## config.mk

```make
export PLATFORM = sky130hd
export DESIGN_NAME = i2c_master_8bit
export DESIGN_NICKNAME = d
export VERILOG_FILES = /design/src/i2c_pkg.sv /design/src/i2c_bit_engine.sv /design/src/i2c_cpu_regs.sv /design/src/i2c_master_8bit.sv /design/src/i2c_sequencer.sv
export SDC_FILE = /design/constraint.sdc
export NUM_CORES = 1
export LEC_CHECK = 0
export BUFFER_PORTS_ARGS = -buffer_cell sky130_fd_sc_hd__buf_2
export CAP_MARGIN = 40
export CORE_ASPECT_RATIO = 0.7
export CORE_UTILIZATION = 57
export DETAILED_ROUTE_END_ITERATION = 8
export PLACE_DENSITY = 0.73
export SLEW_MARGIN = 20
export SYNTH_ARGS = -nofsm -noshare
export SYNTH_HDL_FRONTEND = slang
export SYNTH_SLANG_ARGS = --single-unit
```

## constraint.sdc

```tcl
create_clock -name clk -period 3.1 [get_ports clk]
set_clock_uncertainty 0.05 [all_clocks]
set_input_delay 0.155 -clock clk [delete_from_list [all_inputs] [get_ports clk]]
set_output_delay 0.155 -clock clk [all_outputs]
set_load 0.02 [all_outputs]
```

## src/i2c_pkg.sv

```systemverilog
package i2c_pkg;

  // bus free time after reset, in quarter periods
  localparam int init_quarters = 8;

  // byte address whose write launches a transaction
  localparam logic [1:0] go_byte = 2'd0;

  // r/w bit appended to the slave address
  localparam logic rw_write = 1'b0;
  localparam logic rw_read  = 1'b1;

  // acknowledge levels on sda
  localparam logic ack_bit  = 1'b0;
  localparam logic nack_bit = 1'b1;

  // control word as consumed by the sequencer
  typedef struct packed {
    logic       read;
    logic       restart;
    logic [6:0] rsvd;
    logic [6:0] slave_addr;
    logic [7:0] subaddr;
    logic [7:0] wr_data;
  } ctrl_fields_t;

  // written bytewise by the cpu, read fieldwise by the sequencer
  typedef union packed {
    logic [3:0][7:0] bytes;
    ctrl_fields_t    f;
  } ctrl_word_u;

  // status flags in the top byte, read data in the bottom one
  typedef struct packed {
    logic        busy;
    logic        addr_nack;
    logic        data_nack;
    logic        rd_done;
    logic        overrun;
    logic        init;
    logic [17:0] zero;
    logic [7:0]  rd_data;
  } status_fields_t;

  typedef union packed {
    logic [3:0][7:0] bytes;
    status_fields_t  f;
  } status_word_u;

  // one bus command for the bit engine
  typedef enum logic [2:0] {
    op_start,
    op_restart,
    op_stop,
    op_write,
    op_read
  } bit_op_e;

  typedef struct packed {
    bit_op_e op;
    logic    data;
  } bit_cmd_t;

endpackage

```

## src/i2c_bit_engine.sv

```systemverilog
module i2c_bit_engine #(
  parameter int clk_mhz = 25,
  parameter int scl_khz = 100
) (
  input  logic              clk,
  input  logic              arst_n,
  input  i2c_pkg::bit_cmd_t cmd,
  input  logic              cmd_valid,
  output logic              cmd_done,
  output logic              rx_bit,
  output logic              ready,
  output logic              scl_oe,
  output logic              sda_oe,
  input  logic              scl_i,
  input  logic              sda_i
);
  import i2c_pkg::*;

  // clocks per quarter of an scl period
  localparam int quarter_clks = clk_mhz * 1000 / (4 * scl_khz);
  localparam int qw           = $clog2(quarter_clks + 1);
  localparam int iw           = $clog2(init_quarters + 1);

  logic [qw-1:0] qcnt;
  logic          tick;
  logic [iw-1:0] init_cnt;
  logic          active;
  logic [1:0]    phase;
  bit_cmd_t      cmd_q;
  logic          scl_drv;
  logic          sda_drv;

  assign tick = (qcnt == qw'(quarter_clks - 1));

  // quarter counter
  // restarts with each command so all four quarters are full length
  always_ff @(posedge clk or negedge arst_n) begin
    if (!arst_n) begin
      qcnt <= '0;
    end else if (cmd_valid || tick || (ready && !active)) begin
      qcnt <= '0;
    end else begin
      qcnt <= qcnt + qw'(1);
    end
  end

  // command register
  always_ff @(posedge clk) begin
    if (ready && cmd_valid && !active) begin
      cmd_q <= cmd;
    end
  end

  // line pattern per command and quarter
  always_comb begin
    case (cmd_q.op)
      op_start: begin
        // sda falls in quarter 1 while scl is high
        scl_drv = (phase == 2'd3);
        sda_drv = (phase != 2'd0);
      end
      op_restart: begin
        // release sda, raise scl, then start
        scl_drv = (phase == 2'd0) || (phase == 2'd3);
        sda_drv = (phase >= 2'd2);
      end
      op_stop: begin
        // sda rises in quarter 2 while scl is high
        scl_drv = (phase == 2'd0);
        sda_drv = (phase <= 2'd1);
      end
      default: begin
        // data bit held through the whole scl pulse
        scl_drv = (phase == 2'd0) || (phase == 2'd3);
        sda_drv = (cmd_q.op == op_write) && !cmd_q.data;
      end
    endcase
  end

  // init wait then command sequencing
  always_ff @(posedge clk or negedge arst_n) begin
    if (!arst_n) begin
      init_cnt <= '0;
      ready    <= 1'b0;
      active   <= 1'b0;
      phase    <= 2'd0;
      cmd_done <= 1'b0;
      rx_bit   <= 1'b0;
      scl_oe   <= 1'b0;
      sda_oe   <= 1'b0;
    end else begin
      cmd_done <= 1'b0;
      if (!ready) begin
        if (tick) begin
          // bus counts as free only with both lines high
          if (!(sda_i && scl_i)) begin
            init_cnt <= '0;
          end else if (init_cnt == iw'(init_quarters - 1)) begin
            ready <= 1'b1;
          end else begin
            init_cnt <= init_cnt + iw'(1);
          end
        end
      end else if (cmd_valid && !active) begin
        active <= 1'b1;
        phase  <= 2'd0;
      end else if (active && tick) begin
        // end of quarter 1 is the middle of scl high
        if (phase == 2'd1) begin
          rx_bit <= sda_i;
        end
        if (phase == 2'd3) begin
          active   <= 1'b0;
          cmd_done <= 1'b1;
        end
        phase <= phase + 2'd1;
      end
      // pins keep the last quarter's levels between commands
      if (active) begin
        scl_oe <= scl_drv;
        sda_oe <= sda_drv;
      end
    end
  end

endmodule

```

## src/i2c_cpu_regs.sv

```systemverilog
module i2c_cpu_regs (
  input  logic                    clk,
  input  logic                    arst_n,
  input  logic [1:0]              addr,
  input  logic [7:0]              wdata,
  output logic [7:0]              rdata,
  input  logic                    csn,
  input  logic                    wrn,
  input  logic                    rdn,
  output logic                    start,
  output i2c_pkg::ctrl_word_u     ctrl,
  input  i2c_pkg::status_fields_t seq_status
);
  import i2c_pkg::*;

  logic         wr_en;
  logic         rd_en;
  logic         go_wr;
  logic         go_ok;
  logic         overrun;
  status_word_u rb;

  // active low strobes from the cpu
  assign wr_en = !csn && !wrn;
  assign rd_en = !csn && !rdn;

  // byte 0 write is the go request
  assign go_wr = wr_en && (addr == go_byte);
  // a start pulse not yet seen by the sequencer also counts as busy
  assign go_ok = go_wr && !seq_status.busy && !start;

  // control bytes
  // bytes 1 to 3 may be rewritten during a running transaction
  always_ff @(posedge clk) begin
    if (wr_en && ((addr != go_byte) || go_ok)) begin
      ctrl.bytes[addr] <= wdata;
    end
  end

  // start strobe and overrun flag
  always_ff @(posedge clk or negedge arst_n) begin
    if (!arst_n) begin
      start   <= 1'b0;
      overrun <= 1'b0;
    end else begin
      start <= go_ok;
      if (go_ok) begin
        overrun <= 1'b0;
      end else if (go_wr) begin
        // go while busy is dropped
        overrun <= 1'b1;
      end
    end
  end

  // status as the cpu sees it
  always_comb begin
    rb.f         = seq_status;
    rb.f.busy    = seq_status.busy || start;
    rb.f.overrun = overrun;
  end

  // registered read-back of the addressed byte
  always_ff @(posedge clk) begin
    if (rd_en) begin
      rdata <= rb.bytes[addr];
    end
  end

endmodule

```

## src/i2c_master_8bit.sv

```systemverilog
module i2c_master_8bit #(
  parameter int clk_mhz = 25,
  parameter int scl_khz = 100
) (
  input  logic       clk,
  input  logic       arst_n,
  input  logic [1:0] addr,
  input  logic [7:0] wdata,
  output logic [7:0] rdata,
  input  logic       csn,
  input  logic       wrn,
  input  logic       rdn,
  output logic       scl_oe,
  output logic       sda_oe,
  input  logic       scl_i,
  input  logic       sda_i
);
  import i2c_pkg::*;

  logic           start;
  ctrl_word_u     ctrl;
  status_fields_t seq_status;
  bit_cmd_t       cmd;
  logic           cmd_valid;
  logic           cmd_done;
  logic           rx_bit;
  logic           ready;

  // cpu side register file
  i2c_cpu_regs i_cpu_regs (
    .clk        (clk),
    .arst_n     (arst_n),
    .addr       (addr),
    .wdata      (wdata),
    .rdata      (rdata),
    .csn        (csn),
    .wrn        (wrn),
    .rdn        (rdn),
    .start      (start),
    .ctrl       (ctrl),
    .seq_status (seq_status)
  );

  // frame level control
  i2c_sequencer i_sequencer (
    .clk       (clk),
    .arst_n    (arst_n),
    .start     (start),
    .ctrl      (ctrl),
    .ready     (ready),
    .cmd       (cmd),
    .cmd_valid (cmd_valid),
    .cmd_done  (cmd_done),
    .rx_bit    (rx_bit),
    .status    (seq_status)
  );

  // scl timing and open drain pins
  i2c_bit_engine #(
    .clk_mhz (clk_mhz),
    .scl_khz (scl_khz)
  ) i_bit_engine (
    .clk       (clk),
    .arst_n    (arst_n),
    .cmd       (cmd),
    .cmd_valid (cmd_valid),
    .cmd_done  (cmd_done),
    .rx_bit    (rx_bit),
    .ready     (ready),
    .scl_oe    (scl_oe),
    .sda_oe    (sda_oe),
    .scl_i     (scl_i),
    .sda_i     (sda_i)
  );

endmodule

```

## src/i2c_sequencer.sv

```systemverilog
module i2c_sequencer (
  input  logic                    clk,
  input  logic                    arst_n,
  input  logic                    start,
  input  i2c_pkg::ctrl_word_u     ctrl,
  input  logic                    ready,
  output i2c_pkg::bit_cmd_t       cmd,
  output logic                    cmd_valid,
  input  logic                    cmd_done,
  input  logic                    rx_bit,
  output i2c_pkg::status_fields_t status
);
  import i2c_pkg::*;

  typedef enum logic [2:0] {
    st_idle, st_start, st_tx, st_ack, st_mid, st_rx, st_nack, st_stop
  } state_e;

  // which byte of the frame is on the bus
  typedef enum logic [1:0] {
    ph_addr_w, ph_sub, ph_data, ph_addr_r
  } phase_e;

  state_e       state;
  phase_e       phase;
  logic [2:0]   bit_cnt;
  logic         pending;
  logic         addr_nack;
  logic         data_nack;
  logic         rd_done;
  logic [7:0]   rd_data;
  logic [7:0]   rx_sh;
  logic [7:0]   tx_byte;
  ctrl_fields_t req;
  bit_cmd_t     next_cmd;

  // byte to shift out in the current phase
  always_comb begin
    case (phase)
      ph_addr_w: tx_byte = {req.slave_addr, rw_write};
      ph_sub:    tx_byte = req.subaddr;
      ph_data:   tx_byte = req.wr_data;
      default:   tx_byte = {req.slave_addr, rw_read};
    endcase
  end

  // command belonging to each state
  always_comb begin
    next_cmd.op   = op_stop;
    next_cmd.data = nack_bit;
    case (state)
      st_start: next_cmd.op = op_start;
      st_tx: begin
        // msb first
        next_cmd.op   = op_write;
        next_cmd.data = tx_byte[bit_cnt];
      end
      st_ack, st_rx: next_cmd.op = op_read;
      // repeated start or stop then fresh start
      st_mid: next_cmd.op = req.restart ? op_restart : op_stop;
      // master nack ends the read
      st_nack: next_cmd.op = op_write;
      default: next_cmd.op = op_stop;
    endcase
  end

  // request fields and read shifter
  always_ff @(posedge clk) begin
    if ((state == st_idle) && start) begin
      req <= ctrl.f;
    end
    if ((state == st_rx) && pending && cmd_done) begin
      rx_sh <= {rx_sh[6:0], rx_bit};
    end
  end

  // main FSM
  // one command out, wait for its done, then step
  always_ff @(posedge clk or negedge arst_n) begin
    if (!arst_n) begin
      state     <= st_idle;
      phase     <= ph_addr_w;
      bit_cnt   <= 3'd0;
      pending   <= 1'b0;
      cmd_valid <= 1'b0;
      cmd       <= '0;
      addr_nack <= 1'b0;
      data_nack <= 1'b0;
      rd_done   <= 1'b0;
      rd_data   <= 8'd0;
    end else begin
      cmd_valid <= 1'b0;
      if (state == st_idle) begin
        if (start && ready) begin
          state     <= st_start;
          phase     <= ph_addr_w;
          addr_nack <= 1'b0;
          data_nack <= 1'b0;
          rd_done   <= 1'b0;
        end
      end else if (!pending) begin
        cmd       <= next_cmd;
        cmd_valid <= 1'b1;
        pending   <= 1'b1;
      end else if (cmd_done) begin
        pending <= 1'b0;
        case (state)
          st_start: begin
            state   <= st_tx;
            bit_cnt <= 3'd7;
          end
          st_tx: begin
            if (bit_cnt == 3'd0) begin
              state <= st_ack;
            end else begin
              bit_cnt <= bit_cnt - 3'd1;
            end
          end
          st_ack: begin
            bit_cnt <= 3'd7;
            if (rx_bit != ack_bit) begin
              // no ack ends the frame
              state <= st_stop;
              if ((phase == ph_addr_w) || (phase == ph_addr_r)) begin
                addr_nack <= 1'b1;
              end else begin
                data_nack <= 1'b1;
              end
            end else begin
              case (phase)
                ph_addr_w: begin
                  phase <= ph_sub;
                  state <= st_tx;
                end
                ph_sub: begin
                  if (req.read) begin
                    phase <= ph_addr_r;
                    state <= st_mid;
                  end else begin
                    phase <= ph_data;
                    state <= st_tx;
                  end
                end
                ph_data: state <= st_stop;
                default: state <= st_rx;
              endcase
            end
          end
          // restart already holds a start condition
          st_mid: state <= req.restart ? st_tx : st_start;
          st_rx: begin
            if (bit_cnt == 3'd0) begin
              rd_data <= {rx_sh[6:0], rx_bit};
              state   <= st_nack;
            end else begin
              bit_cnt <= bit_cnt - 3'd1;
            end
          end
          st_nack: begin
            rd_done <= 1'b1;
            state   <= st_stop;
          end
          // done of the stop ends busy
          default: state <= st_idle;
        endcase
      end
    end
  end

  // status toward the register front end
  always_comb begin
    status           = '0;
    status.busy      = (state != st_idle) || !ready;
    status.addr_nack = addr_nack;
    status.data_nack = data_nack;
    status.rd_done   = rd_done;
    status.init      = !ready;
    status.rd_data   = rd_data;
  end

endmodule

```

==> results.toml <==
[sta]
hold_viol_final = 0
clock.fmax_mhz = 424.0
post-route-period-util_pct = 76.08
tightest_slew_ns = 0.7731
slew_headroom_pct = 48.27
fin_setup_tns_ns = 0
rsz0062_at_grt = "no"
setup_viol = 0
period_needed_ns = 2.358
maxSlewViolCount = 0

[clocking]
cts-root-buf = "clkbuf_16"
cts_buffer_depth = 2
clkSlewWorstSetupHoldPaths_ns = 0.05
cts_buffers = 17
cts_tree = "yes"
cts_htree_levels = 4
cts_setup_buffers = 0
clkLatencyLatePin_ns = 0.42
cts.sinks = 114

[setup_path]
worstPathArrival_ns = 2.37
slowest_stage = "dfrtp_1"
critPathMaxStageDelay_ns = 0.61
cp_cell_sequence = "or3_1 -> nor3b_1 -> and3_1"
cp-end-kind = "flop"
critPathKind = "reg2reg"
crit_required_ns = 3.11
worstPathMaxFanout = 21
crit_path_start_kind = "flop"

[detailed_routing]
via_count = 3132
wirelength_mm = 9.362
firstDrtPassIters = 7
route.detailed.vias_per_inst = 5.876
drt-initial-drc-count = 231
wire_per_inst_um = 17.56
final_antenna_net_count = 0
drc = 3

[global_routing]
use_met2_pct = 33.91
grt_pass1_vias = 3087
gr-total-overflow = 0
grt_pass1_wl_mm = 15.37
antenna_found_initial = 0
grt_usage_pct = 24.23
grt_max_degree = 31
grtUsageMet1_pct = 32.84
top_usage_layer = "met2"
use_met3_pct = 8.626

[synthesis]
synth_edf_count = 69
yosysSeqAreaShare_pct = 66.53
synthCells = 376
ys_seq_elements = 114
ys_warn_count = 0
syn_area_per_cell_um2 = 12.78
synthFlopType = "edfxtp_1"
syn_area_mm2 = 0.004807
synth_fp_nets = 406
async_flop_share_pct = 39.47
ys_types = 49

[floorplan]
die_w_um = 111.8
io_pins = 27
fp-row-count = 27
dieArea_mm2 = 0.008811
core_mm2 = 0.008006
die_h_um = 78.84
initial_core_util_pct = 60.04

[cells_and_area]
utilization_pct = 72.26
area_delta_synth_final_pct = 20.35
final_net_count = 451
layout_commonest_cell = "edfxtp_1"
drive_gt1_share_pct = 16.90
diodes = 0
mostFrequentLayoutCells = "edfxtp_1, dfrtp_1, nor2_1"

[placed_design]
port_buffers = 26
dp_hpwl_mm = 6.061
routabilityCongestion = 0.9126

[pwr]
p_leak_uw = 0.002320
ir_worst_vdd_mv = 0.6672
power-per-cell-area_mw_per_mm2 = 650.4

[job]
drv_cap = 0

[min_path]
min_path_type = "in2reg"

[outcome]
status = "finished with violations"
violations = "DRC"
[kinds of logic after synthesis]
| logic type | after synthesis | share of synthesized area [%] |
|---|---|---|
| AOI/OAI and AO/OA | 81 | 11.09 |
| xor gates and xnor gates | 5 | 0.9112 |
| adders and majority gates | 13 | 3.384 |
| buffers and inverters | 29 | 2.290 |
| DFF | 114 | 66.53 |
| muxes | 17 | 3.826 |
| and+or+nand+nor | 117 | 11.97 |
[stage by stage]
step	std cells	power, µW	setup slack, ns	hold slack, ns	instance area (µm²)
after CTS	532	3784	0.7171	0.05845	5778
final	533	3763	0.7415	0.06778	5786
after detailed placement	490	1721	0.7646	0.06085	5037
after floorplan	376	1679	1.083	-0.1906	4807
after global routing	533	3865	0.6184	0.08274	5786
after global placement	489	1716	0.8367	0.3026	5017
[sequential cells by signal (all words and copies together), names as in the netlist, 2 cells and up]
name	flops
i_bit_engine.qcnt	6
i_sequencer.phase	2
i_bit_engine.phase	2
i_sequencer.bit_cnt	3
i_sequencer.rx_sh	7
i_bit_engine.cmd_q	4
i_sequencer.state	3
i_sequencer.req	25
i_sequencer.rd_data	8
i_cpu_regs.ctrl	25
i_bit_engine.init_cnt	4
i_sequencer.cmd	4
i_cpu_regs.rdata	8
[synth_stat cells (2+ instances only)]
| cell type | n | area, µm² |
|---|---|---|
| nand2_1 | 26 | 97.59 |
| nand2b_1 | 4 | 25.02 |
| a22o_1 | 7 | 61.31 |
| nor2_1 | 31 | 116.4 |
| or3_1 | 3 | 18.77 |
| o211ai_1 | 2 | 15.01 |
| ha_1 | 13 | 162.7 |
| a22oi_1 | 6 | 45.04 |
| mux2_2 | 11 | 123.9 |
| o311ai_0 | 4 | 35.03 |
| xor2_1 | 2 | 17.52 |
| a21o_1 | 3 | 22.52 |
| nand4_1 | 3 | 18.77 |
| mux2i_1 | 6 | 60.06 |
| dfrtp_1 | 45 | 1126 |
| clkbuf_1 | 14 | 52.55 |
| nand3_1 | 12 | 60.06 |
| nor3b_1 | 3 | 22.52 |
| a31oi_1 | 4 | 25.02 |
| nor2b_1 | 7 | 43.79 |
| edfxtp_1 | 69 | 2072 |
| o31ai_1 | 2 | 15.01 |
| inv_1 | 13 | 48.80 |
| o21ai_0 | 24 | 120.1 |
| and2_1 | 7 | 43.79 |
| nor3_1 | 9 | 45.04 |
| o22ai_1 | 3 | 18.77 |
| a21oi_1 | 15 | 75.07 |
| and3_1 | 6 | 37.54 |
| xnor2_1 | 3 | 26.28 |
[power breakdown]
part           total, µW  internal, µW  switching [µW]
sequential          1630          1630            5.86
combinational       72.5          29.0            43.5
clock               2060          1410             650
total               3760          3060             699
[final cells by class]
type / count / area [µm²]
multi-input combinational: 233 / 1499
inverter: 13 / 48.80
timing repair buffer: 42 / 292.8
clock buffer: 19 / 432.9
tap: 101 / 126.4
clock inverter: 11 / 187.7
sequential: 114 / 3198
fill: 508 / 2221
[worst paths after layout]
| path | start | end | slack, ns | cells after the start |
|---|---|---|---|---|
| min in group asynchronous | arst_n | i_sequencer.rd_data[4]$_DFFE_PN0P_ | 0.15 | 2 |
| worst max-delay path | i_sequencer.state[2]$_DFFE_PN0P_ | i_cpu_regs.ctrl[6]$_DFFE_PP_ | 0.74 | 3 |
| max in group asynchronous | arst_n | i_bit_engine.sda_oe$_DFFE_PN0P_ | 2.34 | 3 |
| worst min register to register | i_cpu_regs.ctrl[1]$_DFFE_PP_ | i_sequencer.req[1]$_DFFE_PP_ | 0.36 | 0 |
| worst min-delay path | wrn | i_cpu_regs.start$_DFF_PN0_ | 0.07 | 3 |
| worst max register to register | i_sequencer.state[2]$_DFFE_PN0P_ | i_cpu_regs.ctrl[6]$_DFFE_PP_ | 0.74 | 3 |
[repair_timing]
item                      4_1_cts  5_1_grt
hold buffers                   12        0
gates resized for setup         0        0
hold endpoints to repair       73        0
[metal layers]
metal	share of wire, %	wire length [µm]
met5	0	0
met4	1.7	156
met3	6.3	590
met2	44	4104
met1	48	4510
[worst max-delay path, delay by kind of cell, from the launching register on]
kind,cells,cell delay [ns]
flip-flops,1,0.61
AND/OR/NAND/NOR,3,1.34
No activity file was read; power rests on OpenSTA's default activity.
